<file path="src/verilog/topic_cls_cfg.svh">
`ifndef TOPIC_CLS_CFG_SVH
`define TOPIC_CLS_CFG_SVH

// Hash table index width.
`define TCLS_DEPTH_NBITS 4

// Topic id width, also the key and expiry memory index width.
`define TCLS_VALUE_DEPTH_NBITS 4

// Topic key width.
`define TCLS_KEY_NBITS 32

// Expiry and current time width.
`define TCLS_ETIME_NBITS 16

// PIO data and byte address widths.
`define TCLS_PIO_NBITS 64
`define TCLS_PIO_ADDR_NBITS 16

`endif

</file>
<file path="src/verilog/topic_cls_pkg.sv">
`default_nettype none

`include "topic_cls_cfg.svh"

package topic_cls_pkg;

	typedef logic [`TCLS_DEPTH_NBITS-1:0] hidx_t;
	typedef logic [`TCLS_VALUE_DEPTH_NBITS-1:0] tid_t;
	typedef logic [`TCLS_KEY_NBITS-1:0] key_t;
	typedef logic [`TCLS_ETIME_NBITS-1:0] etime_t;
	typedef logic [`TCLS_PIO_NBITS-1:0] pio_data_t;
	typedef logic [`TCLS_PIO_ADDR_NBITS-1:0] pio_addr_t;

	typedef struct packed {
		logic valid;	// Bit 4 of the PIO word.
		tid_t tid;
	} bucket_t;

	typedef struct packed {
		key_t key;
		etime_t now;
	} lookup_t;

	// Hash stage to match stage.
	typedef struct packed {
		lookup_t lookup;
		hidx_t h0;
		hidx_t h1;
	} hash_req_t;

	typedef struct packed {
		lookup_t lookup;
		bucket_t bkt0;
		bucket_t bkt1;
	} cand_t;

	// Match stage to expire stage.
	typedef struct packed {
		etime_t now;
		logic hit;
		tid_t tid;
	} hit_t;

	typedef struct packed {
		logic hit;
		tid_t tid;
		logic expired;
	} result_t;

	typedef struct packed {
		pio_addr_t addr;
		pio_data_t din;
		logic rd;
		logic wr;
		logic ms;
	} pio_req_t;

endpackage

`default_nettype wire

</file>
<file path="src/verilog/ram_1r1w.sv">
`timescale 1ns/10ps
`default_nettype none

module ram_1r1w #(
	parameter type data_t = logic [7:0],
	parameter int ADDR_NBITS = 4
) (
	input wire clk,
	input wire wr,
	input wire [ADDR_NBITS-1:0] waddr,
	input wire [ADDR_NBITS-1:0] raddr,
	input wire data_t din,
	output data_t dout
);

	localparam int DEPTH = 1 << ADDR_NBITS;

	data_t mem [0:DEPTH-1];

	always_ff @(posedge clk) begin
		if (wr)
			mem[waddr] <= din;
	end

	// Registered read, old data on a same-address write.
	always_ff @(posedge clk) begin
		dout <= mem[raddr];
	end

endmodule

`default_nettype wire

</file>
<file path="src/verilog/topic_classifier.sv">
`timescale 1ns/10ps
`default_nettype none

module topic_classifier import topic_cls_pkg::*; (
	input wire clk,
	input wire reset,
	input wire lookup_valid,
	input wire lookup_t lookup,
	input wire upd_valid,
	input wire tid_t upd_tid,
	input wire etime_t upd_etime,
	input wire pio_req_t pio,
	output logic reg_ack,
	output pio_data_t reg_rdata,
	output logic res_valid,
	output result_t res,
	output logic init_done
);

	logic req_valid;
	hash_req_t req;
	logic bkt_ack;
	bucket_t bkt0;
	bucket_t bkt1;
	logic key_rd;
	tid_t key_tid0;
	tid_t key_tid1;
	logic key_ack;
	key_t key0;
	key_t key1;
	logic etime_rd;
	tid_t etime_tid;
	logic etime_ack;
	etime_t etime;
	logic hit_valid;
	hit_t hit;

	topic_hash_stage hash_stage (
		.clk(clk), .reset(reset), .lookup_valid(lookup_valid), .lookup(lookup),
		.req_valid(req_valid), .req(req)
	);

	topic_cls_mem mem (
		.clk(clk), .reset(reset), .pio(pio), .reg_ack(reg_ack), .reg_rdata(reg_rdata),
		.tbl_rd(req_valid), .h0(req.h0), .h1(req.h1),
		.bkt_ack(bkt_ack), .bkt0(bkt0), .bkt1(bkt1),
		.key_rd(key_rd), .key_tid0(key_tid0), .key_tid1(key_tid1),
		.key_ack(key_ack), .key0(key0), .key1(key1),
		.etime_rd(etime_rd), .etime_tid(etime_tid), .etime_ack(etime_ack), .etime(etime),
		.upd_valid(upd_valid), .upd_tid(upd_tid), .upd_etime(upd_etime),
		.init_done(init_done)
	);

	topic_match_stage match_stage (
		.clk(clk), .reset(reset), .req_valid(req_valid), .req(req),
		.bkt_ack(bkt_ack), .bkt0(bkt0), .bkt1(bkt1),
		.key_ack(key_ack), .key0(key0), .key1(key1),
		.key_rd(key_rd), .key_tid0(key_tid0), .key_tid1(key_tid1),
		.etime_rd(etime_rd), .etime_tid(etime_tid),
		.hit_valid(hit_valid), .hit(hit)
	);

	topic_expire_stage expire_stage (
		.clk(clk), .reset(reset), .hit_valid(hit_valid), .hit(hit),
		.etime_ack(etime_ack), .etime(etime),
		.res_valid(res_valid), .res(res)
	);

endmodule

`default_nettype wire

</file>
<file path="src/verilog/topic_cls_mem.sv">
`timescale 1ns/10ps
`default_nettype none

module topic_cls_mem import topic_cls_pkg::*; (
	input wire clk,
	input wire reset,
	input wire pio_req_t pio,
	output logic reg_ack,
	output pio_data_t reg_rdata,
	input wire tbl_rd,
	input wire hidx_t h0,
	input wire hidx_t h1,
	output logic bkt_ack,
	output bucket_t bkt0,
	output bucket_t bkt1,
	input wire key_rd,
	input wire tid_t key_tid0,
	input wire tid_t key_tid1,
	output logic key_ack,
	output key_t key0,
	output key_t key1,
	input wire etime_rd,
	input wire tid_t etime_tid,
	output logic etime_ack,
	output etime_t etime,
	input wire upd_valid,
	input wire tid_t upd_tid,
	input wire etime_t upd_etime,
	output logic init_done
);

	localparam int HB = $bits(hidx_t);
	localparam int TB = $bits(tid_t);
	localparam logic [1:0] RGN_TBL0 = 2'd0;
	localparam logic [1:0] RGN_TBL1 = 2'd1;
	localparam logic [1:0] RGN_KEY = 2'd2;

	logic [$bits(pio_addr_t)-4:0] qw;
	logic [1:0] region;
	logic pio_rd;
	logic pio_wr;

	logic pio_wr_q;
	logic [1:0] wr_region_q;
	hidx_t wr_entry_q;
	pio_data_t wr_data_q;
	logic [1:0] rd_region_q;

	logic upd_q;
	tid_t upd_tid_q;
	etime_t upd_etime_q;

	logic [TB:0] clr_cnt;
	logic clr_wr;
	tid_t clr_addr;

	logic tbl0_wr;
	logic tbl1_wr;
	logic key_wr;
	hidx_t tbl_waddr;
	bucket_t tbl_din;
	tid_t key_waddr;
	key_t key_din;
	hidx_t tbl0_raddr;
	hidx_t tbl1_raddr;
	tid_t key0_raddr;

	assign qw = pio.addr[$bits(pio_addr_t)-1:3];	// Qword index.
	assign region = qw[HB+1:HB];
	assign pio_rd = pio.rd & pio.ms;
	assign pio_wr = pio.wr & pio.ms;

	assign clr_wr = ~clr_cnt[TB];
	assign clr_addr = clr_cnt[TB-1:0];
	assign init_done = clr_cnt[TB];

	always_ff @(posedge clk) begin
		if (reset) begin
			clr_cnt <= '0;
			pio_wr_q <= 1'b0;
			upd_q <= 1'b0;
			reg_ack <= 1'b0;
			bkt_ack <= 1'b0;
			key_ack <= 1'b0;
			etime_ack <= 1'b0;
		end else begin
			if (clr_wr)
				clr_cnt <= clr_cnt + 1'b1;	// Stops at all entries done.
			pio_wr_q <= pio_wr;
			upd_q <= upd_valid;
			reg_ack <= pio_rd;
			bkt_ack <= tbl_rd;
			key_ack <= key_rd;
			etime_ack <= etime_rd;
		end
	end

	always_ff @(posedge clk) begin
		wr_region_q <= region;
		wr_entry_q <= hidx_t'(qw[HB-1:0]);
		wr_data_q <= pio.din;
		rd_region_q <= region;	// Region of the read in flight.
		upd_tid_q <= upd_tid;
		upd_etime_q <= upd_etime;
	end

	// The clear wins over PIO and update writes.
	assign tbl0_wr = clr_wr | (pio_wr_q & (wr_region_q == RGN_TBL0));
	assign tbl1_wr = clr_wr | (pio_wr_q & (wr_region_q == RGN_TBL1));
	assign key_wr = clr_wr | (pio_wr_q & (wr_region_q == RGN_KEY));
	assign tbl_waddr = clr_wr ? hidx_t'(clr_addr) : wr_entry_q;
	assign tbl_din = clr_wr ? '0 : bucket_t'(wr_data_q[$bits(bucket_t)-1:0]);
	assign key_waddr = clr_wr ? clr_addr : tid_t'(wr_entry_q);
	assign key_din = clr_wr ? '0 : key_t'(wr_data_q[$bits(key_t)-1:0]);

	// Lookup reads take priority over PIO reads.
	assign tbl0_raddr = tbl_rd ? h0 : hidx_t'(qw[HB-1:0]);
	assign tbl1_raddr = tbl_rd ? h1 : hidx_t'(qw[HB-1:0]);
	assign key0_raddr = key_rd ? key_tid0 : tid_t'(qw[TB-1:0]);

	always_comb begin
		case (rd_region_q)
			RGN_TBL0: reg_rdata = pio_data_t'(bkt0);
			RGN_TBL1: reg_rdata = pio_data_t'(bkt1);
			RGN_KEY: reg_rdata = pio_data_t'(key0);
			default: reg_rdata = '0;
		endcase
	end

	ram_1r1w #(.data_t(bucket_t), .ADDR_NBITS(HB)) tbl0_ram (
		.clk(clk), .wr(tbl0_wr), .waddr(tbl_waddr), .raddr(tbl0_raddr),
		.din(tbl_din), .dout(bkt0)
	);

	ram_1r1w #(.data_t(bucket_t), .ADDR_NBITS(HB)) tbl1_ram (
		.clk(clk), .wr(tbl1_wr), .waddr(tbl_waddr), .raddr(tbl1_raddr),
		.din(tbl_din), .dout(bkt1)
	);

	// Two key copies so both candidates compare together.
	ram_1r1w #(.data_t(key_t), .ADDR_NBITS(TB)) key_ram_a (
		.clk(clk), .wr(key_wr), .waddr(key_waddr), .raddr(key0_raddr),
		.din(key_din), .dout(key0)
	);

	ram_1r1w #(.data_t(key_t), .ADDR_NBITS(TB)) key_ram_b (
		.clk(clk), .wr(key_wr), .waddr(key_waddr), .raddr(key_tid1),
		.din(key_din), .dout(key1)
	);

	ram_1r1w #(.data_t(etime_t), .ADDR_NBITS(TB)) etime_ram (
		.clk(clk), .wr(clr_wr | upd_q), .waddr(clr_wr ? clr_addr : upd_tid_q),
		.raddr(etime_tid), .din(clr_wr ? '0 : upd_etime_q), .dout(etime)
	);

endmodule

`default_nettype wire

</file>
<file path="src/verilog/topic_expire_stage.sv">
`timescale 1ns/10ps
`default_nettype none

module topic_expire_stage import topic_cls_pkg::*; (
	input wire clk,
	input wire reset,
	input wire hit_valid,
	input wire hit_t hit,
	input wire etime_ack,
	input wire etime_t etime,
	output logic res_valid,
	output result_t res
);

	logic take;
	result_t res_d;

	// Expiry data and hit arrive together.
	assign take = hit_valid & etime_ack;

	always_comb begin
		res_d.hit = hit.hit;
		res_d.tid = hit.hit ? hit.tid : '0;
		res_d.expired = hit.hit && (etime < hit.now);	// Stored time already past.
	end

	always_ff @(posedge clk) begin
		if (reset)
			res_valid <= 1'b0;
		else
			res_valid <= take;
	end

	always_ff @(posedge clk) begin
		if (take)
			res <= res_d;
	end

endmodule

`default_nettype wire

</file>
<file path="src/verilog/topic_hash_stage.sv">
`timescale 1ns/10ps
`default_nettype none

module topic_hash_stage import topic_cls_pkg::*; (
	input wire clk,
	input wire reset,
	input wire lookup_valid,
	input wire lookup_t lookup,
	output logic req_valid,
	output hash_req_t req
);

	localparam int NIBBLE_PAIRS = $bits(key_t) / 8;

	hidx_t h0;
	hidx_t h1;

	// Even nibbles fold into h0, odd nibbles into h1.
	always_comb begin
		h0 = '0;
		h1 = '0;
		for (int i = 0; i < NIBBLE_PAIRS; i++) begin
			h0 = h0 ^ lookup.key[8*i +: 4];
			h1 = h1 ^ lookup.key[8*i+4 +: 4];
		end
	end

	always_ff @(posedge clk) begin
		if (reset)
			req_valid <= 1'b0;
		else
			req_valid <= lookup_valid;	// Drives the table reads.
	end

	always_ff @(posedge clk) begin
		if (lookup_valid) begin
			req.lookup <= lookup;
			req.h0 <= h0;
			req.h1 <= h1;
		end
	end

endmodule

`default_nettype wire

</file>
<file path="src/verilog/topic_match_stage.sv">
`timescale 1ns/10ps
`default_nettype none

module topic_match_stage import topic_cls_pkg::*; (
	input wire clk,
	input wire reset,
	input wire req_valid,
	input wire hash_req_t req,
	input wire bkt_ack,
	input wire bucket_t bkt0,
	input wire bucket_t bkt1,
	input wire key_ack,
	input wire key_t key0,
	input wire key_t key1,
	output logic key_rd,
	output tid_t key_tid0,
	output tid_t key_tid1,
	output logic etime_rd,
	output tid_t etime_tid,
	output logic hit_valid,
	output hit_t hit
);

	lookup_t look_q;
	cand_t cand;
	logic match0;
	logic match1;
	hit_t hit_d;

	// Lookup waits here while the buckets are read.
	always_ff @(posedge clk) begin
		if (req_valid)
			look_q <= req.lookup;
	end

	// Each candidate tid reads its own key copy.
	assign key_rd = bkt_ack;
	assign key_tid0 = bkt0.tid;
	assign key_tid1 = bkt1.tid;

	always_ff @(posedge clk) begin
		if (bkt_ack) begin
			cand.lookup <= look_q;
			cand.bkt0 <= bkt0;
			cand.bkt1 <= bkt1;
		end
	end

	always_comb begin
		match0 = cand.bkt0.valid && (key0 == cand.lookup.key);
		match1 = cand.bkt1.valid && (key1 == cand.lookup.key);
		hit_d.now = cand.lookup.now;
		hit_d.hit = match0 | match1;
		if (match0)
			hit_d.tid = cand.bkt0.tid;	// Table 0 first.
		else if (match1)
			hit_d.tid = cand.bkt1.tid;
		else
			hit_d.tid = '0;
	end

	// Expiry read goes out with the key compare.
	assign etime_rd = key_ack;
	assign etime_tid = hit_d.tid;

	always_ff @(posedge clk) begin
		if (reset)
			hit_valid <= 1'b0;
		else
			hit_valid <= key_ack;
	end

	always_ff @(posedge clk) begin
		if (key_ack)
			hit <= hit_d;
	end

endmodule

`default_nettype wire
</file>
<file path="config.mk">
export PLATFORM = sky130hd
export DESIGN_NAME = topic_classifier
export DESIGN_NICKNAME = d
export VERILOG_FILES = /design/src/verilog/topic_cls_pkg.sv /design/src/verilog/ram_1r1w.sv /design/src/verilog/topic_classifier.sv /design/src/verilog/topic_cls_mem.sv /design/src/verilog/topic_expire_stage.sv /design/src/verilog/topic_hash_stage.sv /design/src/verilog/topic_match_stage.sv
export VERILOG_INCLUDE_DIRS = /design/src /design/src/verilog
export SDC_FILE = /design/constraint.sdc
export NUM_CORES = 2
export LEC_CHECK = 0
export ABC_CLOCK_PERIOD_IN_PS = 7800
export BUFFER_PORTS_ARGS = -buffer_cell sky130_fd_sc_hd__buf_2
export CORE_AREA = 10 10 392 394
export DETAILED_ROUTE_END_ITERATION = 10
export DIE_AREA = 0 0 402 404
export PLACE_DENSITY = 0.56
export SYNTH_ARGS = -nofsm -noshare
export SYNTH_HDL_FRONTEND = slang
export SYNTH_SLANG_ARGS = --single-unit
</file>
<file path="constraint.sdc">
create_clock -name clk -period 7.8 [get_ports clk]
set_input_delay 0.78 -clock clk [delete_from_list [all_inputs] [get_ports clk]]
set_output_delay 0.78 -clock clk [all_outputs]
set_load 0.01 [all_outputs]
</file>
==> results.toml <==
[run_status]
run_status = "finished, final reports clean"

[clock_tree]
cts_resized = 0
hold_buffers = 0
numCtsBuffers = 134
clk_latency_ns = 0.75
clockBufferDepth = 3
htreeDepth = 4
cts_root_buf = "clkbuf_16"
cts_tree = "done"
postCtsSetupBuffers = 0
clkTransAtPathRegs_ns = 0.06
cts_num_sinks = 1278

[setup_path]
critPathRequiredTime_ns = 8.42
r2r_end = "mem.etime_ram.dout[14]$_DFF_P_"
max_stage_delay_ns = 0.89
crit_path_top_delay_cell = "mux2_4"
r2r_cells = 10
crit_family = "multiplexers"
path_class = "flop to flop"
worst-path-buf-inv = 1
worstSetupEndpointType = "flop"
timing.rr.start = "match_stage.cand[38]$_DFFE_PP_"
r2r_slack_ns = 3.34
crit_path_cell_trace = "xor2_1 > nor4_1 > nand4_1 > nor3_2 > nand4_2 > mux2_4 > buf_4 > mux4_2 > a22oi_1 > nand3_1"
arrival_ns = 5.08
worstPathMaxFanout = 41
start_kind = "flop"

[floorplan]
initial_core_util_pct = 34.9
rows = 140
dieArea_mm2 = 0.162
core_area_mm2 = 0.145
die_w_um = 402
pin_count = 228
die_h_um = 404

[cells_and_area]
multi_input_area_mm2 = 0.0133
regArea_mm2 = 0.0368
drive_gt1_share_pct = 29.5
layout_commonest_cell = "edfxtp_1"
nets = 2917
area_growth_pct = 15.0
fillers = 12900
final_cell_mix = "edfxtp_1 (1117), mux4_2 (392), dfxtp_1 (154)"

[logic_synthesis]
ys_warn_count = 0
synth-xor-area-share_pct = 1.57
synthFlopType = "edfxtp_1"
synthArstFlopShare_pct = 0
ys_seq_elements = 1278
synthMuxAreaShare_pct = 17.9
yosys.area_share.adder_pct = 0.395
seq_area_frac_synth_pct = 72.5
syn_avg_cell_area_um2 = 20.1
synth_area_mm2 = 0.0507
yosys.cell_types.count = 44
synthSimpleGateAreaFrac_pct = 3.85
synth_edf_count = 1117
synth_top_family_by_area = "multiplexers"
syn_inst = 2524
synth_compound_area_share_pct = 1.92

[global_route]
grt_pass1_vias = 26900
grt_pass1_wl_mm = 196
grt_max_degree = 129
overflow = 0
grt_use_total_pct = 16.8
antenna_found_initial = 24

[timing]
holdWs_ns = 0.125
period_needed_ns = 4.46
grt_setup_unrepaired = "no"
maxSlewHeadroom_pct = 24.7
slew_violations = 0
finalSetupViolations = 0
max_freq_mhz = 224
hold_violations = 0
skew_ns = 0.0224
timing.final.crit_share_pct = 57.2
worstMarginPinSlew_ns = 1.13
fin_tns_setup_ns = 0

[min_path]
hold_end = "mem.wr_data_q[21]$_DFF_P_"
hold_path_depth = 1
min-delay-start = "pio[24]"
min-delay-path-class = "input pin to flop"

[power]
p_per_area_mw_per_mm2 = 270
p_int_mw = 12.1
power_frac_seq_pct = 50.3
clockPowerShare_pct = 40.0
p_total_mw = 15.7
p_sw_share_pct = 22.9
ir_drop_mv = 0.169
p_sw_mw = 3.61
p_leak_nw = 18.8
p_comb_share_pct = 9.7

[place]
place_congestion = 0.762
dp_hpwl_mm = 81.7
portBuffers = 153

[drt]
ant_nets = 0
firstDrtPassIters = 5
avgViaCountPerCell = 5.43
vias = 25900
drt-initial-drc-count = 2561
drc = 0
wl_per_cell_um = 28.9
wl_mm = 138

[run]
maxCapViolCount = 0
## metrics by stage
| step | util, % | area, µm² | cells | setup WS, ns |
|---|---|---|---|---|
| final | 40.1 | 58300 | 4774 | 3.34 |
| after global routing | 40.1 | 58300 | 4771 | 2.98 |
| after CTS | 40.1 | 58300 | 4770 | 3.27 |
| after detailed placement | 37.1 | 53900 | 4527 | 3.28 |
| after global placement | 37.1 | 53900 | 4527 | 3.23 |
| after floorplan | - | 50800 | 2555 | 3.77 |
## worst max-delay path by stage
stage | from | end | slack (ns) | cells past startpoint
after detailed placement | match_stage.cand[52]$_DFFE_PP_ | mem.etime_ram.dout[14]$_DFF_P_ | 3.28 | 10
final | match_stage.cand[38]$_DFFE_PP_ | mem.etime_ram.dout[14]$_DFF_P_ | 3.34 | 10
after floorplan | mem.bkt_ack$_SDFF_PP0_ | mem.key_ram_a.dout[11]$_DFF_P_ | 3.77 | 8
after CTS | match_stage.cand[38]$_DFFE_PP_ | mem.etime_ram.dout[14]$_DFF_P_ | 3.27 | 10
after global placement | match_stage.cand[52]$_DFFE_PP_ | mem.etime_ram.dout[14]$_DFF_P_ | 3.23 | 10
after global routing | match_stage.cand[38]$_DFFE_PP_ | mem.etime_ram.dout[14]$_DFF_P_ | 2.98 | 10
## registers in the layout (all words and copies together), names as in the netlist, 48 cells and up
register,cells
mem.key_ram_b.mem,512
mem.etime_ram.mem,256
match_stage.look_q,48
mem.tbl1_ram.mem,80
match_stage.cand,58
mem.tbl0_ram.mem,80
hash_stage.req,56
## power groups by stage
stage,combinational (mW),sequential (mW),clock (mW)
after CTS,1.55,7.91,6.42
after global routing,1.63,7.93,6.71
after detailed placement,1.54,8.05,0
after floorplan,1.05,7.92,0
final,1.53,7.90,6.29
after global placement,1.55,8.04,0
## cells in the mapped netlist, types with 2 or more instances
| library cell | instances | share of area (%) |
|---|---|---|
| clkbuf_1 | 92 | 0.68 |
| nor3b_1 | 2 | 0.030 |
| xor2_1 | 41 | 0.71 |
| a32oi_1 | 3 | 0.052 |
| nand2_1 | 105 | 0.78 |
| mux2i_1 | 21 | 0.41 |
| edfxtp_1 | 1117 | 66 |
| a41oi_1 | 2 | 0.035 |
| a211oi_1 | 42 | 0.62 |
| buf_4 | 32 | 0.47 |
| nand4b_1 | 2 | 0.035 |
| nor3_1 | 54 | 0.53 |
| nand4_1 | 10 | 0.12 |
| mux2_2 | 4 | 0.089 |
| mux4_2 | 392 | 17 |
| inv_1 | 27 | 0.20 |
| buf_6 | 3 | 0.067 |
| nor2b_1 | 25 | 0.31 |
| ha_1 | 16 | 0.39 |
| buf_2 | 15 | 0.15 |
| a21oi_1 | 21 | 0.21 |
| buf_1 | 30 | 0.22 |
| xnor2_1 | 50 | 0.86 |
| and3b_1 | 4 | 0.069 |
| o21ai_0 | 6 | 0.059 |
| and2_1 | 111 | 1.4 |
| a21o_1 | 6 | 0.089 |
| nor4_1 | 9 | 0.11 |
| a22oi_1 | 17 | 0.25 |
| nand3_1 | 18 | 0.18 |
| nor2_1 | 32 | 0.24 |
| dfxtp_1 | 161 | 6.4 |
| o31a_1 | 2 | 0.035 |
| a31oi_1 | 42 | 0.52 |
## layer usage
| layer | track usage, % | vias up | part of all wire (%) |
|---|---|---|---|
| li1 | - | 10700 | - |
| met4 | 5.23 | 14 | 2.6 |
| met5 | 0 | - | 0.063 |
| met3 | 5.51 | 222 | 10 |
| met2 | 26.4 | 1286 | 47 |
| met1 | 22.0 | 13700 | 40 |
## final cells by class
type                    instances  share of cell area, %
diodes                          4                 0.0172
clock buffers                 194                   6.62
clock inverters                49                  0.807
inverters                      27                  0.174
multi-input cells            1078                   22.8
flip-flops and latches       1278                   63.1
well taps                    1917                   4.12
repair buffers                227                   2.31
## cells by family after synthesis
| family | after synthesis |
|---|---|
| AND/OR/NAND/NOR | 377 |
| AO/OA/AOI/OAI | 144 |
| adder cells (fa/ha/maj) | 16 |
| flip-flops | 1278 |
| XOR/XNOR | 91 |
| buffers and inverters | 199 |
| multiplexers | 418 |
| other | 1 |
No activity file was read; power rests on OpenSTA's default activity.
